## src/vmul_cfg.svh

```systemverilog
/*
 Global sizes for the vector multiply unit.
 Only VLEN = 128 with 32-bit lane groups is supported by the datapath.
*/
`ifndef VMUL_CFG_SVH
`define VMUL_CFG_SVH

//////////////////////////////////////////////////
// architectural widths
//////////////////////////////////////////////////
`define VMUL_VLEN      128  // vector register width
`define VMUL_XLEN      32   // scalar operand width
`define VMUL_ROB_W     4    // reorder buffer index width

//////////////////////////////////////////////////
// lane geometry
//////////////////////////////////////////////////
`define VMUL_NUM_BYTES 16   // bytes per vector register
`define VMUL_GRP_BYTES 4    // bytes per 32-bit multiplier group

`endif

```

## src/vmul_pkg.sv

```systemverilog
/*
 Types shared by the multiply datapath and its testbench.
 funct6 values follow the vector spec; vsmul reuses the vmulh code.
*/
`include "vmul_cfg.svh"

package vmul_pkg;

  typedef enum logic [2:0] {
    opivv = 3'b000,
    opmvv = 3'b010,
    opivx = 3'b100,
    opmvx = 3'b110
  } funct3_e;

  typedef enum logic [5:0] {
    vmulhu  = 6'b100100,
    vmul    = 6'b100101,
    vmulhsu = 6'b100110,
    vmulh   = 6'b100111
  } funct6_e;

  // vsmul under opi sits on the same funct6 code as vmulh under opm
  localparam funct6_e vsmul = vmulh;

  typedef enum logic [1:0] {rnu, rne, rdn, rod} vxrm_e;
  typedef enum logic [1:0] {eew8, eew16, eew32} eew_e;

  typedef struct packed {
    logic [`VMUL_ROB_W-1:0] rob_entry;
    funct3_e                funct3;
    funct6_e                funct6;
    vxrm_e                  vxrm;
    eew_e                   eew;
    logic [`VMUL_VLEN-1:0]  vs1_data;
    logic [`VMUL_VLEN-1:0]  vs2_data;
    logic [`VMUL_XLEN-1:0]  rs1_data;
  } mul_uop_t;

  typedef struct packed {
    logic [`VMUL_VLEN-1:0]      src2;
    logic [`VMUL_VLEN-1:0]      src1;
    logic [`VMUL_NUM_BYTES-1:0] src2_sign_bytes;  // top byte of signed elements
    logic [`VMUL_NUM_BYTES-1:0] src1_sign_bytes;
  } mul_ops_t;

  typedef struct packed {
    logic [`VMUL_ROB_W-1:0] rob_entry;
    logic                   keep_low;     // vmul low half
    logic                   is_vsmul;
    logic                   dst_signed;   // either operand signed
    logic                   src1_signed;  // src1 signed, needed for vmulhsu
    vxrm_e                  vxrm;
    eew_e                   eew;
  } mul_ctrl_t;

  // [group][src1 byte][src2 byte] 16-bit products
  typedef logic [`VMUL_NUM_BYTES/`VMUL_GRP_BYTES-1:0][`VMUL_GRP_BYTES-1:0]
                [`VMUL_GRP_BYTES-1:0][15:0] pp_vec_t;

  typedef struct packed {
    logic [`VMUL_NUM_BYTES-1:0][15:0]   p8;
    logic [`VMUL_NUM_BYTES/2-1:0][31:0] p16;
    logic [`VMUL_NUM_BYTES/4-1:0][63:0] p32;
  } full_prod_t;

  typedef struct packed {
    logic [`VMUL_ROB_W-1:0] rob_entry;
    logic [`VMUL_VLEN-1:0]  w_data;
    logic                   vxsat;
  } mul_rslt_t;

endpackage

```

## src/mul_assemble.sv

```systemverilog
/*
 Combines byte products into full 16/32/64-bit products per group.
 A cross term is sign-extended only when its upper byte came from a
 signed operand: src2 side follows dst_signed, src1 side src1_signed.
*/
`timescale 1ns/1ps
`include "vmul_cfg.svh"

module mul_assemble (
  input  vmul_pkg::pp_vec_t    pp,
  input  logic                 dst_signed,
  input  logic                 src1_signed,
  output vmul_pkg::full_prod_t prod
);
  import vmul_pkg::*;

  localparam int NUM_GRPS = `VMUL_NUM_BYTES / `VMUL_GRP_BYTES;
  localparam int GB       = `VMUL_GRP_BYTES;

  // sum of nb x nb terms starting at byte base of group g
  function automatic logic [63:0] sum_terms(
    input pp_vec_t pv,
    input int      g,
    input int      base,
    input int      nb,
    input logic    s2,
    input logic    s1
  );
    logic [63:0] acc;
    logic [15:0] t;
    logic        ext;
    acc = '0;
    for (int y = 0; y < nb; y++) begin
      for (int x = 0; x < nb; x++) begin
        t   = pv[g][base+y][base+x];
        // top x top term sits at the msb end and needs no extension
        ext = t[15] & ((x == nb - 1 && y != nb - 1 && s2) ||
                       (y == nb - 1 && x != nb - 1 && s1));
        acc = acc + ({{48{ext}}, t} << (8 * (x + y)));
      end
    end
    return acc;
  endfunction

  //////////////////////////////////////////////////
  // per eew product views
  //////////////////////////////////////////////////
  always_comb begin
    for (int g = 0; g < NUM_GRPS; g++) begin
      for (int e = 0; e < GB; e++) begin
        prod.p8[g*GB+e] = 16'(sum_terms(pp, g, e, 1, dst_signed, src1_signed));  // diagonal
      end
      for (int h = 0; h < GB / 2; h++) begin
        prod.p16[g*(GB/2)+h] = 32'(sum_terms(pp, g, 2 * h, 2, dst_signed, src1_signed));
      end
      prod.p32[g] = sum_terms(pp, g, 0, GB, dst_signed, src1_signed);
    end
  end

endmodule

```

## config.mk

```make
export PLATFORM = sky130hd
export DESIGN_NAME = mul_assemble
export DESIGN_NICKNAME = d
export VERILOG_FILES = /design/src/vmul_pkg.sv /design/src/mul_assemble.sv
export VERILOG_INCLUDE_DIRS = /design/src /design/src/src
export SDC_FILE = /design/constraint.sdc
export NUM_CORES = 2
export LEC_CHECK = 0
export BUFFER_PORTS_ARGS = -buffer_cell sky130_fd_sc_hd__buf_2
export CAP_MARGIN = 20
export CORE_AREA = 3 3 700 702
export DETAILED_ROUTE_END_ITERATION = 8
export DIE_AREA = 0 0 703 705
export PLACE_DENSITY = 0.3
export SETUP_SLACK_MARGIN = 0.02
export SYNTH_ARGS = -nofsm -noshare
export SYNTH_HDL_FRONTEND = slang
export SYNTH_SLANG_ARGS = --single-unit
```

## constraint.sdc

```tcl
create_clock -name vclk -period 21.5
set_input_delay 3.225 -clock vclk [all_inputs]
set_output_delay 3.225 -clock vclk [all_outputs]
set_load 0.02 [all_outputs]
```

* Yosys cells after proc, flatten, opt, wreduce, memory -nomap -nowiden *
Index checks and enable logic that the tools add are counted.

word-level totals
  bits in registers = 0
  input bits = 1026
  word-level logic and storage cells = 116
  output and inout port bits = 768

cells by class
  $add $sub $neg = 84
  bitwise operators = 32

operators with widths
  operator          count
  $add A64 B64 Y64  15
  $add A64 B32 Y64  5
  $add A64 B40 Y64  4
  $add A26 B25 Y27  8
  $add A17 B25 Y26  8
  $add A27 B32 Y32  5
  $add A64 B24 Y64  2
  $add A64 B48 Y64  2
  $add A34 B41 Y42  3
  $add A60 B57 Y61  2
  $add A59 B49 Y60  2
  $add A58 B41 Y59  2
  $add A53 B57 Y58  2
  $add A52 B49 Y53  2
  $add A51 B41 Y52  2
  $add A50 B33 Y51  2
  $add A16 B24 Y25  4
  $add A45 B49 Y50  2
  $add A25 B32 Y33  3
  $add A32 B32 Y32  3
  $add A44 B41 Y45  2
  $add A43 B33 Y44  2
  $add A42 B25 Y43  2
  $and A1 B1 Y1     32

* Depth between registers and ports, before layout *
  depth in word-level cells = 15
  mapped depth = 41
  mapped depth without buffers = 41

* Worst setup path before layout *
OpenSTA, ideal clock, no wires.

  path kind = input to output
  from = in pp[264] (netlist name)
  to = out prod[126] (netlist name)
  path buffers = 1
  stages on the path = 37
  setup slack = 6532 ps
  data arrival time = 11743 ps
  cell sequence = ha_1 fa_1 a21o_1 a21oi_1 o21bai_1 a21oi_1 o21bai_1 a211oi_1 nor3_1 o31ai_1 and2_1 nor2_1 fa_1 fa_1 fa_1 ha_1 buf_2 nand3_1 or4_1 a2111oi_2 o21ai_1 nor2_1 o21ai_0 a221o_1 xnor2_1 ha_1 inv_1 fa_1 nor2b_1 o21ai_0 a21boi_0 o21ai_0 a21boi_0 o21ai_0 a21oi_1 o31ai_1 o311ai_0

RTL lines
  element          RTL line            source
  start, declared  mul_assemble.sv:10  input vmul_pkg::pp_vec_t pp,
  end, declared    mul_assemble.sv:13  output vmul_pkg::full_prod_t prod

==> results.yml <==
worst_setup_path:
  path_max_fanout: 7
  critPathMaxStageDelay_ns: 0.74
  cp.arrival_ns: 13.94
  worstSetupPathType: "primary input to primary output"
  cp.required_ns: 18.27
  path_buf_inv: 3
  end_kind: "primary output"
  crit_slowest_cell: "o21ai_2"
  cp-start-kind: "primary input"
  critPathTopFamily: "compound AO/OA/AOI/OAI gates"
place:
  port_buffers: 1666
  dp_hpwl_um: 380000
  gp_congestion: 0.864
  dp_cells: 13400
  dp_slack_ns: 4.06
finish:
  drive_gt1_share_pct: 25.2
  fillCellCount: 56149
  flops_and_latches: 0
  synthToLayoutAreaGrowth_pct: 27.7
  stdcell_count: 13482
  seq_area_um2: 0
  final_nets: 9673
  nClkBuffers: 0
synthesis:
  synthCells: 5644
  synthesis.area_um2: 50900
  yosysSeqAreaShare_pct: 0
  synthTopCellsByArea: "fa_1 35%, ha_1 20%, inv_1 6.9%"
  ys_top_cells_by_count: "934 x inv_1, 886 x fa_1, 809 x ha_1"
  netlist.area_leader.share_pct: 34.9
  syn-mean-instance-area_um2: 9.02
  synth_most_common_cell: "inv_1"
  synthesis.nets: 8365
  netlist-cell-type-count: 84
  ys_warn_count: 0
  yosysTopAreaCell: "fa_1"
floorplanning:
  fp.dieH_um: 705
  core-area_um2: 485000
  die_area_um2: 496000
  io_pins: 1794
  start_util_pct: 10.5
  die_w_um: 703
  placementRows: 256
timing:
  hold_viol_final: 0
  max_slew.worst_pin.slew_ns: 1.06
  period_share_pct: 79.8
  setup_violations: 0
  period_needed_ns: 17.16
  slew_headroom_pct: 28.4
  timing.setup.tns_ns: 0
  worst_slack_ns: 4.34
  slew_violations: 0
  rsz0062_at_grt: "no"
  fmax_ghz: 0.0583
detailed_routing:
  first_pass_iters: 5
  drc_errors: 0
  wl_um: 396000
  drtAntennaViolNets: 0
  dr_total_vias: 45558
  detail_route.wl_per_cell_um: 29.4
  via_per_inst: 3.38
  first_iter_violations: 2206
min_path:
  hp-class: "primary input to primary output"
grt:
  grt_overflow: 0
  grt_pass1_vias: 48053
  grtUsageTotal_pct: 15.5
  antenna_found_initial: 180
  grt_pass1_wl_um: 501000
  grt_max_degree: 18
status:
  status: "completed"
clocking:
  cts_resized: 0
  post_cts_buffers: 0
  holdBufCountCts: 0
job:
  maxCapViolations: 0
## through the flow
step	hold WS [ns]	area, um^2	utilization, %
after global routing	6.45	64800	13.4
after CTS	6.45	64800	13.4
after global placement	6.45	64800	13.4
after detailed placement	6.45	64800	13.4
after floorplan	6.56	50900	-
final	6.45	65000	13.4
## logic make-up (layout without fill, tap and decap cells)
kind of cell,count (synthesis),after routing,synth area share [%]
compound gates,1173,1173,15.2
mux,2,2,0.0393
other cells,0,82,0
fa+ha+maj,1695,1695,54.8
xor+xnor,488,488,8.48
simple gates,960,960,9.12
buf+inv,1326,2632,12.4
## worst paths after layout
| kind | from | to | slack (ns) | cells after the start |
|---|---|---|---|---|
| setup / recovery | pp[264] | prod[126] | 4.34 | 39 |
| hold / removal | pp[771] | prod[195] | 6.45 | 0 |
## per-layer routing
layer	vias up	share of wire, %	global-route usage (%)
met5	-	0.18	0.252
met4	104	3.5	4.01
met3	352	8.7	5.31
met2	1554	50	28.0
met1	22350	37	17.0
li1	21198	-	-
## cells in the final DEF (no fill, tap or decap), types with 9 or more instances in the layout
cell type / count
nand3_1: 83
a211oi_1: 33
inv_1: 934
o21a_1: 53
xnor2_1: 341
nor3_1: 87
a21boi_0: 26
nand2_1: 219
o31ai_1: 27
xor2_1: 144
and2_1: 52
nor4_1: 9
nor2b_1: 62
ha_1: 809
o21bai_1: 80
nand2b_1: 34
buf_2: 1664
o21ai_0: 188
diode_2: 82
nor3b_1: 10
or2_2: 15
a211o_1: 10
nand4_1: 29
and3_1: 40
a21oi_1: 354
a21o_1: 196
o211ai_1: 25
or3_1: 21
buf_4: 34
fa_1: 886
nor2_1: 269
o311ai_0: 10
a31oi_1: 34
## cell type report
type	instances	area, um^2	share of cell area, %
multi-input cells	4318	44600	68.7
repair buffers	1698	8580	13.2
well taps	6450	8070	12.4
inverters	934	3510	5.40
diodes	82	205	0.316
