[src/vmul_cfg.svh]
/*
 Global sizes for the vector multiply unit.
 Only VLEN = 128 with 32-bit lane groups is supported by the datapath.
*/
`ifndef VMUL_CFG_SVH
`define VMUL_CFG_SVH

//////////////////////////////////////////////////
// architectural widths
//////////////////////////////////////////////////
`define VMUL_VLEN      128  // vector register width
`define VMUL_XLEN      32   // scalar operand width
`define VMUL_ROB_W     4    // reorder buffer index width

//////////////////////////////////////////////////
// lane geometry
//////////////////////////////////////////////////
`define VMUL_NUM_BYTES 16   // bytes per vector register
`define VMUL_GRP_BYTES 4    // bytes per 32-bit multiplier group

`endif

[src/vmul_pkg.sv]
/*
 Types shared by the multiply datapath and its testbench.
 funct6 values follow the vector spec; vsmul reuses the vmulh code.
*/
`include "vmul_cfg.svh"

package vmul_pkg;

  typedef enum logic [2:0] {
    opivv = 3'b000,
    opmvv = 3'b010,
    opivx = 3'b100,
    opmvx = 3'b110
  } funct3_e;

  typedef enum logic [5:0] {
    vmulhu  = 6'b100100,
    vmul    = 6'b100101,
    vmulhsu = 6'b100110,
    vmulh   = 6'b100111
  } funct6_e;

  // vsmul under opi sits on the same funct6 code as vmulh under opm
  localparam funct6_e vsmul = vmulh;

  typedef enum logic [1:0] {rnu, rne, rdn, rod} vxrm_e;
  typedef enum logic [1:0] {eew8, eew16, eew32} eew_e;

  typedef struct packed {
    logic [`VMUL_ROB_W-1:0] rob_entry;
    funct3_e                funct3;
    funct6_e                funct6;
    vxrm_e                  vxrm;
    eew_e                   eew;
    logic [`VMUL_VLEN-1:0]  vs1_data;
    logic [`VMUL_VLEN-1:0]  vs2_data;
    logic [`VMUL_XLEN-1:0]  rs1_data;
  } mul_uop_t;

  typedef struct packed {
    logic [`VMUL_VLEN-1:0]      src2;
    logic [`VMUL_VLEN-1:0]      src1;
    logic [`VMUL_NUM_BYTES-1:0] src2_sign_bytes;  // top byte of signed elements
    logic [`VMUL_NUM_BYTES-1:0] src1_sign_bytes;
  } mul_ops_t;

  typedef struct packed {
    logic [`VMUL_ROB_W-1:0] rob_entry;
    logic                   keep_low;     // vmul low half
    logic                   is_vsmul;
    logic                   dst_signed;   // either operand signed
    logic                   src1_signed;  // src1 signed, needed for vmulhsu
    vxrm_e                  vxrm;
    eew_e                   eew;
  } mul_ctrl_t;

  // [group][src1 byte][src2 byte] 16-bit products
  typedef logic [`VMUL_NUM_BYTES/`VMUL_GRP_BYTES-1:0][`VMUL_GRP_BYTES-1:0]
                [`VMUL_GRP_BYTES-1:0][15:0] pp_vec_t;

  typedef struct packed {
    logic [`VMUL_NUM_BYTES-1:0][15:0]   p8;
    logic [`VMUL_NUM_BYTES/2-1:0][31:0] p16;
    logic [`VMUL_NUM_BYTES/4-1:0][63:0] p32;
  } full_prod_t;

  typedef struct packed {
    logic [`VMUL_ROB_W-1:0] rob_entry;
    logic [`VMUL_VLEN-1:0]  w_data;
    logic                   vxsat;
  } mul_rslt_t;

endpackage

[src/mul_decode.sv]
/*
 Opcode decode and operand setup, purely combinational.
 Unknown funct6 maps to vmul (opm) or vsmul (opi); other funct3 gives zero.
 An eew code outside 8/16/32 is handled as eew8.
*/
`timescale 1ns/1ps
`include "vmul_cfg.svh"

module mul_decode (
  input  logic                uop_valid,
  input  vmul_pkg::mul_uop_t  uop,
  output vmul_pkg::mul_ops_t  ops,
  output vmul_pkg::mul_ctrl_t ctrl
);
  import vmul_pkg::*;

  logic                       src2_signed;
  logic                       src1_signed;
  logic                       keep_low;
  logic                       is_vsmul;
  logic                       use_vv;    // vs1 else broadcast rs1
  logic                       op_en;     // supported and valid
  logic [`VMUL_VLEN-1:0]      bcast;
  logic [`VMUL_NUM_BYTES-1:0] top_mask;  // msb byte of each element

  //////////////////////////////////////////////////
  // opcode decode
  //////////////////////////////////////////////////
  always_comb begin
    src2_signed = 1'b0;
    src1_signed = 1'b0;
    keep_low    = 1'b0;
    is_vsmul    = 1'b0;
    use_vv      = 1'b1;
    op_en       = 1'b0;
    if (uop_valid) begin
      case (uop.funct3)
        opmvv, opmvx: begin
          op_en  = 1'b1;
          use_vv = (uop.funct3 == opmvv);
          case (uop.funct6)
            vmulh: begin
              src2_signed = 1'b1;
              src1_signed = 1'b1;
            end
            vmulhu:  keep_low = 1'b0;     // unsigned high half
            vmulhsu: src2_signed = 1'b1;  // vs2 signed only
            default: begin                // vmul and unknown codes
              src2_signed = 1'b1;
              src1_signed = 1'b1;
              keep_low    = 1'b1;
            end
          endcase
        end
        opivv, opivx: begin               // any funct6 runs as vsmul
          op_en       = 1'b1;
          use_vv      = (uop.funct3 == opivv);
          is_vsmul    = 1'b1;
          src2_signed = 1'b1;
          src1_signed = 1'b1;
        end
        default: op_en = 1'b0;
      endcase
    end
  end

  //////////////////////////////////////////////////
  // scalar broadcast and sign byte placement
  //////////////////////////////////////////////////
  always_comb begin
    case (uop.eew)
      eew32:   bcast = {(`VMUL_VLEN/32){uop.rs1_data[31:0]}};
      eew16:   bcast = {(`VMUL_VLEN/16){uop.rs1_data[15:0]}};
      default: bcast = {(`VMUL_VLEN/8){uop.rs1_data[7:0]}};
    endcase
    for (int i = 0; i < `VMUL_NUM_BYTES; i++) begin
      case (uop.eew)
        eew32:   top_mask[i] = (i % 4 == 3);
        eew16:   top_mask[i] = (i % 2 == 1);
        default: top_mask[i] = 1'b1;
      endcase
    end
  end

  always_comb begin
    ops.src2            = op_en ? uop.vs2_data : '0;
    ops.src1            = !op_en ? '0 : (use_vv ? uop.vs1_data : bcast);
    ops.src2_sign_bytes = top_mask & {`VMUL_NUM_BYTES{src2_signed}};
    ops.src1_sign_bytes = top_mask & {`VMUL_NUM_BYTES{src1_signed}};
    ctrl.rob_entry   = uop.rob_entry;
    ctrl.keep_low    = keep_low;
    ctrl.is_vsmul    = is_vsmul;
    ctrl.dst_signed  = src2_signed | src1_signed;
    ctrl.src1_signed = src1_signed;
    ctrl.vxrm        = uop.vxrm;
    ctrl.eew         = uop.eew;
  end

endmodule

[config.mk]
export PLATFORM = sky130hd
export DESIGN_NAME = mul_decode
export DESIGN_NICKNAME = d
export VERILOG_FILES = /design/src/vmul_pkg.sv /design/src/mul_decode.sv
export VERILOG_INCLUDE_DIRS = /design/src /design/src/src
export SDC_FILE = /design/constraint.sdc
export NUM_CORES = 1
export LEC_CHECK = 0
export ABC_AREA = 1
export BUFFER_PORTS_ARGS = -buffer_cell sky130_fd_sc_hd__buf_2
export CORE_AREA = 2 2 235 237
export DETAILED_ROUTE_END_ITERATION = 8
export DIE_AREA = 0 0 237 239
export PLACE_DENSITY = 0.39
export SETUP_SLACK_MARGIN = 0.4
export SLEW_MARGIN = 20
export SYNTH_ARGS = -nofsm -noshare
export SYNTH_HDL_FRONTEND = slang
export SYNTH_SLANG_ARGS = --single-unit
[constraint.sdc]
create_clock -name vclk -period 3.29
set_input_delay 0.1645 -clock vclk [all_inputs]
set_output_delay 0.1645 -clock vclk [all_outputs]
set_load 0.05 [all_outputs]
Yosys cells after proc, flatten, opt, wreduce, memory -nomap -nowiden
Index checks and enable logic that the tools add are counted.
{ "totals": {"output_inout_bits": 300, "n_memories": 0, "romBits": 0, "wordCells": 39, "inputBits": 306, "latchBits": 0, "ram_bits": 0, "reg_bits": 0} }
{ "op_classes": {"n_mul": 0, "n_lt_le_gt_ge": 0, "bitwise": 3, "div": 0, "muxes": 21, "n_addsub": 0, "reduce_logical": 7, "n_eq_ne": 8, "shift": 0} }
{ "op_table": {"columns": ["op", "count"], "rows": [
  ["2-to-1 mux 128 bit", 3],
  ["case mux 128 bit (2 select lines)", 1],
  ["AND 16 bit", 2],
  ["== test 6 bit (second input constant)", 3],
  ["2-to-1 mux 1 bit", 14],
  ["OR reduction 2 bit", 4],
  ["== test 3 bit (second input constant)", 2],
  ["case mux 1 bit (2 select lines)", 3],
  ["OR reduction 4 bit", 1],
  ["== test 3 x 2 -> 1 bit (second input constant)", 1],
  ["logical NOT 3 bit", 1],
  ["OR reduction 3 bit", 1],
  ["== test 2 x 1 -> 1 bit (second input constant)", 1],
  ["== test 2 bit (second input constant)", 1],
  ["OR 1 bit", 1]
]} }

Depth between registers and ports, before layout
Gate-level depths: netlist of run 1.
{ "depth": {"ltp_word": 6, "depth_mapped": 8, "mapped_depth_nobuf": 6} }

Worst setup path after synthesis of run 1
OpenSTA, ideal clock, no wires.
{ "synth_timing": {"kind": "input to output", "start": "input uop[288] (netlist bit)", "end": "output ops[18] (netlist bit)", "t_required_ps": 3125, "setup_slack_ps": 955, "stages": 7, "arrival_ps": 2170, "path_buffers": 3, "cell_sequence": "inv_1 -> ha_1 -> buf_6 -> inv_2 -> buf_2 -> a21oi_1 -> buf_4"} }
{ "synth_rtl": {"columns": ["element", "line_no", "source"], "rows": [
  ["start: declaration", "mul_decode.sv:11", "input vmul_pkg::mul_uop_t uop,"],
  ["end: declaration", "mul_decode.sv:12", "output vmul_pkg::mul_ops_t ops,"]
]} }

==> impl_results.md, run 1 <==
* # IOs at between 600 and 700
* Comb pwr share at 100.0%
* Lkg Pwr at 0.00463 uW
* Finished Layout Cells at a little under 2000
* Critical Path AT at 2.35 ns
* Synth top area cells: nor2_1 19%, inv_1 15%, o21ai_0 13%, buf_4 9.9%, a21oi_1 9.1%
* Detail Route Antenna Nets at 0
* Setup bufs post-CTS at 0
* Slowest cell on crit path: nor2_1
* TNS Setup at 0 ns
* Maximum vdd drop at about 0.094 mV
* Hold_buf cts at 0
* Drt pass-1 iters at 5
* Die ar. at about 57000 um2
* DRC viols at 0
* CP bufs+invs at 5
* # resized after CTS at 0
* CP max FO at 18
* Syn Inst Count at 736
* Kind of critical path: primary input to output port
* Final Critical Period at 2.52 ns
* Top cell type's share of synthesized area at between 10% and 20%
* Dpl cell area at between 6000 and 7000 um2
* Final setup violation count at 0
* HPWL reported at the end of detailed placement at 35400 um
* Least-Margin Pin Slew at between 1 and 1.5 ns
* Cell taking the most area after synthesis: nor2_1
* Worst slew margin at about a third
* Avg Synthesized Cell Area at ~5 um2
* Most Frequent Cell on Critical Path: buf_2
* Nets at roughly 1600
* DRT iter0 DRCs at roughly 270
* Syn Std Cell Area at 3580 um2
* Count leader, synth: nor2_1
* PwrDens at 211 nW/um2
* Layout Utilization at between 10% and 20%
* Max Cap Viol at 0
* Final hold vios at 0
* Initial core utilization at around 6.6%
* Total number of vias at 6914
* Vias in the first global route at around 6300
* Total Wirelength at 38500 um
* CP peak stage delay at roughly 0.60 ns
* Synth Warn # at 0
* Req. time, crit path at ~3.1 ns
* Status: completed
* Crit path launch: uop[288]
* Seq_cells at 0
* Total track usage at between 10% and 20%
* Sw frac at around 76%
* Drt via density at 3.54
* Hold_sp: uop[301]
* Initial antenna violation count at 48
* Port bufs at just under 600
* Routed len/inst at a little under 20 um
* CP top delay family: buffers and inverters
* Clock network fraction of design power at 0%
* Critical Path End Type: output port
* DIE HEIGHT at 239 um
* Placed Cells at 1954
* Pint at roughly 350 uW
* Die width at 237 um
* Final instance area at a little under 7000 um2
* Worst setup SP type: primary input
* Clk_buf instances at 0
* Global route total overflow at 0
* Hold WC Path Type: primary input to output port
* Fraction of layout cells with a size suffix above 1 at between 50 and 60%
* Sequential power share at 0%
* CP Cell Sequence: buf_2, inv_1, ha_1, buf_4, inv_2, or2_2, a21oi_2, nor2_1, buf_2
* First-pass GRT wire length at 49200 um
* Netlist cell types at 21
* RSZ-0062 raised after global routing: false
* Gp weighted congestion at about 0.84
* Psw at 1100 uW
* Max Transition Viols Final at 0
* Top cells by count, synth: 181 x nor2_1, 140 x inv_1, 92 x o21ai_0, 69 x nand2_1, 65 x a21oi_1
* Highest clock rate at slightly below 0.4 GHz
* Register area at 0 um2
* Largest net degree at the start of global routing at just under 100
* Syn_nets at between 1000 and 1500
* Core Box Area at 54300 um2
* Layout area overhead at 91.6%
* Tcrit/Tclk final at between 70% and 80%
* FP Rows at 86
* Sequential share of the synthesized area at 0%
[layout make-up]
type	instances	area (um2)
multi-input combinational	501	2330
fill	6519	47500
inverter	143	539
timing repair buffer	606	3100
antenna	1	2.50
tap	704	881
[power groups by stage]
stage	Sequential [uW]	Combinational, uW	Clock [uW]
6_report	0	1440	0.0000428
5_1_grt	0	1530	0
4_1_cts	0	1460	0
3_5_place_dp	0	1460	0
3_3_place_gp	0	1460	0
2_1_floorplan	0	1010	0
[per-layer routing]
layer | track usage (%) | wire (um) | vias up
li1 | - | - | 3230
met1 | 12.7 | 13600 | 3049
met2 | 24.4 | 19900 | 513
met3 | 3.94 | 3670 | 114
met4 | 2.63 | 1310 | 8
met5 | 0 | 48 | -
[placed cells by master, fill, tap and decap left out, types with 2 or more instances in the layout]
cell / count
buf_2: 594
nor2_1: 181
inv_1: 140
o21ai_0: 92
nand2_1: 69
a21oi_1: 65
nand3_1: 50
or2_2: 15
nand2_4: 9
a21oi_2: 9
buf_4: 9
o21ai_1: 4
buf_12: 3
inv_2: 2
nor2_2: 2
ha_1: 2
[per-stage QoR]
step	setup WS, ns	power [uW]	hold WS (ns)
after floorplan	0.955	1010	0.496
after global placement	0.790	1460	0.329
after detailed placement	0.766	1460	0.329
after CTS	0.766	1460	0.329
after global routing	0.603	1530	0.329
final	0.773	1440	0.329
[cell families (layout without fill, tap and decap cells)]
kind of cell             after synthesis  in the layout  share of synthesized area (%)
buffers and inverters                235            749                           34.8
adder cells (fa/ha/maj)                2              2                          0.699
AND/OR/NAND/NOR                      328            328                           39.5
other                                  0              1                              0
AO/OA/AOI/OAI                        171            171                           24.9
[worst paths after layout]
path | to | depth (start not counted)
max | ops[158] | 9
min | ctrl[8] | 0
(Power assumes the default switching activity.)
==> run 2, diff against run 1 <==
- ABC_AREA: 1 -> 0
- CORE_AREA: 2 2 235 237 -> 2 2 238 240
- DIE_AREA: 0 0 237 239 -> 0 0 240 242
- PLACE_DENSITY: 0.39 -> 0.38
- clock period: 3.29 -> 2.5 ns (I/O delays scaled with it)
==> impl_results.md, run 2 <==
* DRT iter0 DRCs at between 200 and 300
* Worst setup SP type: primary input
* Total track usage at just over 9%
* Maximum vdd drop at about 0.089 mV
* WP depth at 9
* Tcrit/Tclk final at 80.7%
* Worst slew margin at about three fifths
* Drt via density at about 3.2
* Hold Slack at roughly 0.25 ns
* Final setup violation count at 0
* Kind of critical path: primary input to output port
* Fraction of layout cells with a size suffix above 1 at a little under three fifths
* Sequential power share at 0%
* Die width at 240 um
* Cell taking the most area after synthesis: and2_1
* Hold WC Path Type: primary input to output port
* M3 GR Usage at ~2.9%
* Syn_nets at around 870
* Top cell type's share of synthesized area at 25.8%
* Number of fill cells in the layout at ~6600
* Most frequent cells in the layout: 585 x buf_2, 132 x and2_1, 114 x nor2_1
* Netlist cell types at 31
* FP Rows at 87
* Sequential share of the synthesized area at 0%
* Req. time, crit path at roughly 2.4 ns
* Syn Inst Count at 564
* Top cells by count, synth: 132 x and2_1, 114 x nor2_1, 80 x o21ai_0, 44 x buf_4
* Syn Std Cell Area at 3210 um2
* Destination of the critical timing path: ops[159]
* Lkg Pwr at 0.00392 uW
* Synth top area cells: and2_1 26%, nor2_1 13%, o21ai_0 12%, buf_4 10%, nand2b_1 6.4%
* Register area at 0 um2
* Hold_buf cts at 0
* Max Cap Viol at 0
* Avg Synthesized Cell Area at approximately 5.7 um2
* Core Box Area at ~56000 um2
* Total number of vias at approximately 6000
* CP bufs+invs at 5
* Initial core utilization at ~5.8%
* Gp weighted congestion at approximately 0.84
* Routed len/inst at between 15 and 20 um
* CP Cell Sequence: buf_2, inv_1, ha_2, buf_12, or3b_1, o22ai_4, buf_12, o21a_1, buf_2
* Comb pwr share at 100.0%
* Slowest cell on crit path: or3b_1
* # IOs at just over 600
* Pint at 504 uW
* CP peak stage delay at roughly 0.44 ns
* Die ar. at between 50000 and 60000 um2
* Initial antenna violation count at 13
* Least-Margin Pin Slew at around 0.58 ns
* Total Wirelength at ~30000 um
* Vias in the first global route at 5419
* Crit path launch: uop[288]
* Seq_cells at 0
* GR Layer Usage met2 at 17.2%
* Count leader, synth: and2_1
* CP max FO at 38
* Clk_buf instances at 0
* Final hold vios at 0
* RSZ-0062 raised after global routing: false
* Largest net degree at the start of global routing at between 100 and 150
* CP top delay family: buffers and inverters
* Psw at ~1300 uW
* Clock network fraction of design power at 0%
* Met1 GRT Util at 10.9%
* Worst hold path depth at 0
* Detail Route Antenna Nets at 0
* Commonest non-fill, non-tap cell in the layout: buf_2
* Critical Path End Type: output port
* First-pass GRT wire length at between 30000 and 40000 um
* Global route total overflow at 0
* Sw frac at a little under three quarters
* Nets at 1392
* Port bufs at 594
* Layout area overhead at 115%
* DRC viols at 0
* TNS Setup at 0 ns
* Max Transition Viols Final at 0
* Status: completed
* Synth Warn # at 0
* DIE HEIGHT at between 200 and 250 um
* Drt pass-1 iters at 5
* GRT Max-Usage Layer: met2
* HPWL reported at the end of detailed placement at between 20000 and 30000 um
* Critical Path AT at 1.89 ns
* Highest clock rate at a little under 0.5 GHz
* Final Critical Period at 2.02 ns
* PwrDens at between 200 and 300 nW/um2
run 2: changes by cell type after synthesis, moves of 12 or more:
cell,before,now
nand2b_1,0,33
buf_6,21,3
and2_1,0,132
inv_1,140,3
nand3_1,50,0
a21oi_1,65,33
nor2_1,181,114
or2_2,15,0
o21ai_0,92,80
nand2_1,69,16
clkbuf_1,12,26
run 2: worst min path at each step:
stage,start,endpoint,slack [ns]
floorplan,uop[288],ctrl[0],0.42
global placement,uop[290],ctrl[2],0.25
detailed placement,uop[290],ctrl[2],0.25
CTS,uop[290],ctrl[2],0.25
global route,uop[303],ctrl[10],0.25
finish,uop[290],ctrl[2],0.25
run 2: layout make-up:
| cell class | count | area (um2) | share of cell area, % |
|---|---|---|---|
| Timing Repair Buffer | 609 | 3280 | 47.6 |
| Multi-Input combinational cell | 470 | 2660 | 38.5 |
| Tap cell | 756 | 946 | 13.7 |
| Inverter | 3 | 11.3 | 0.163 |
| Antenna cell | 1 | 2.50 | 0.0362 |
run 2: repair_timing:
action | CTS | global route
endpoints found under the setup margin | 4 | 15
hold endpoints to repair | 0 | 0
pin swaps | 0 | 1
gates resized for setup | 1 | 1
buffers inserted | 0 | 1
run 2: cell families (layout without fill, tap and decap cells):
kind of cell	count (synthesis)	in the layout	share of synthesized area, %
buffers and inverters	94	612	17.5
AO/OA/AOI/OAI	148	148	28.5
other	0	1	0
AND/OR/NAND/NOR	320	320	53.2
adder cells (fa/ha/maj)	2	2	0.781
run 2: stage by stage:
stage / area [um2] / std cells / util, % / power (uW) / worst slack [ns]
detailed placement: 6870 / 1837 / 12.3 / 1820 / 0.357
global placement: 6870 / 1837 / 12.3 / 1820 / 0.362
finish: 6900 / 1839 / 12.4 / 1800 / 0.482
CTS: 6880 / 1837 / 12.3 / 1830 / 0.416
floorplan: 3210 / 564 / - / 1220 / 0.457
global route: 6900 / 1839 / 12.4 / 1910 / 0.409
run 2: power groups by stage:
stage	Clock (uW)	Sequential (uW)	Combinational [uW]
finish	0.0000538	0	1800
global route	0.0000537	0	1910
CTS	0	0	1830
detailed placement	0	0	1820
global placement	0	0	1820
floorplan	0	0	1220
run 2: metal layers:
| metal | part of all wire (%) | routed length (um) |
|---|---|---|
| met1 | 40 | 11900 |
| met2 | 50 | 14900 |
| met3 | 10 | 2990 |
| met4 | 0.39 | 118 |
| met5 | 0.31 | 92 |
==> run 3, diff against run 2 <==
- PLACE_DENSITY: 0.38 -> 0.39
- clock period: 2.5 -> 1.69 ns (I/O delays scaled with it)
==> impl_results.md, run 3 (synthesis gave the netlist of run 2 again) <==
* Die width at approximately 240 um
* Detail Route Antenna Nets at 0
* Worst setup SP type: primary input
* Routed len/inst at 19.2 um
* Hold Slack at 0.169 ns
* Hold WC Path Type: primary input to output port
* Worst slew margin at between 60% and 70%
* RSZ-0062 raised after global routing: true
* Commonest non-fill, non-tap cell in the layout: buf_2
* HPWL reported at the end of detailed placement at 28500 um
* CP Cell Sequence: buf_8, inv_4, ha_4, buf_12, a21boi_1, o21a_2, buf_12, nor2_4, buf_2
* Critical Path End Type: output port
* Vias in the first global route at about 6200
* Drt via density at approximately 3.4
* Total Wirelength at roughly 37000 um
* Clk_buf instances at 0
* Req. time, crit path at 1.61 ns
* Core Box Area at ~56000 um2
* Highest clock rate at 0.607 GHz
* Tcrit/Tclk final at between 90% and 100%
* TNS Setup at 0 ns
* Die ar. at around 58000 um2
* Status: completed
* # IOs at between 600 and 700
* Fraction of layout cells with a size suffix above 1 at roughly three quarters
* Critical Path AT at 1.56 ns
* Gp weighted congestion at ~0.85
* First-pass GRT wire length at roughly 44000 um
* Nets at around 1500
* Largest net degree at the start of global routing at 107
* DRT iter0 DRCs at ~130
* CP top delay family: buffers and inverters
* PwrDens at 366 nW/um2
* Layout area overhead at 231%
* CP max FO at 5
* Final setup violation count at 0
* DRC viols at 0
* Port bufs at slightly below 600
* Least-Margin Pin Slew at between 0.4 and 0.5 ns
* Initial core utilization at ~5.8%
* Most Frequent Cell on Critical Path: buf_12
* Register area at 0 um2
* Total number of vias at between 6000 and 7000
* Max Transition Viols Final at 0
* CP bufs+invs at 5
* Lkg Pwr at 0.00477 uW
* Slowest cell on crit path: a21boi_1
* Total track usage at approximately a tenth
* DIE HEIGHT at around 240 um
* Global route total overflow at 0
* Initial antenna violation count at 20
* CP peak stage delay at between 0.3 and 0.4 ns
* Seq_cells at 0
* Most frequent cells in the layout: 395 x buf_2, 97 x and2_1, 88 x nor2_4
* Final Critical Period at 1.65 ns
* Drt pass-1 iters at 4
* FP Rows at 87
* Kind of critical path: primary input to output port
* Maximum vdd drop at between 0.2 and 0.25 mV
* Final hold vios at 0
* Max Cap Viol at 0
## run 3: final timing paths
check | startpoint | end | slack (ns) | cells after the start
setup / recovery | uop[288] | ops[111] | 0.04 | 9
hold / removal | uop[304] | ctrl[11] | 0.17 | 0
## run 3: repair_timing
action | CTS | global route
endpoints found under the setup margin | 274 | 286
hold buffers | 0 | 0
gates cloned | 0 | 12
gates resized for setup | 138 | 375
endpoints found under the hold margin | 0 | 0
pin swaps | 5 | 29
buffers inserted | 8 | 24
## run 3: layout make-up
type	count	area, um2
well taps	756	946
diodes	7	17.5
inverters	3	16.3
multi-input cells	470	3770
repair buffers	673	5870
fillers	6254	45100
## run 3: power breakdown
group,switching [uW],total (uW),internal [uW]
combinational,2340,3890,1560
sequential,0,0,0
clock,0,0.000555,0.000555
total,2340,3890,1560
## run 3: routing by layer
layer  GRT usage [%]  wire, um  vias to the layer above
li1                -         -                     2987
met1            11.6     14200                     3014
met2            20.1     19300                      349
met3            2.45      2500                       42
met4            1.35       577                       16
met5               0        89                        -
## run 3: through the flow
| step | utilization, % | cells | area (um2) | power (uW) | setup WS [ns] |
|---|---|---|---|---|---|
| global placement | 15.5 | 1858 | 8630 | 3270 | -0.108 |
| floorplan | - | 564 | 4170 | 2120 | 0.162 |
| global route | 19.1 | 1908 | 10600 | 4080 | 0.0151 |
| finish | 19.1 | 1909 | 10600 | 3890 | 0.0435 |
| CTS | 16.4 | 1866 | 9140 | 3470 | 0.0239 |
| detailed placement | 15.5 | 1858 | 8630 | 3270 | -0.118 |
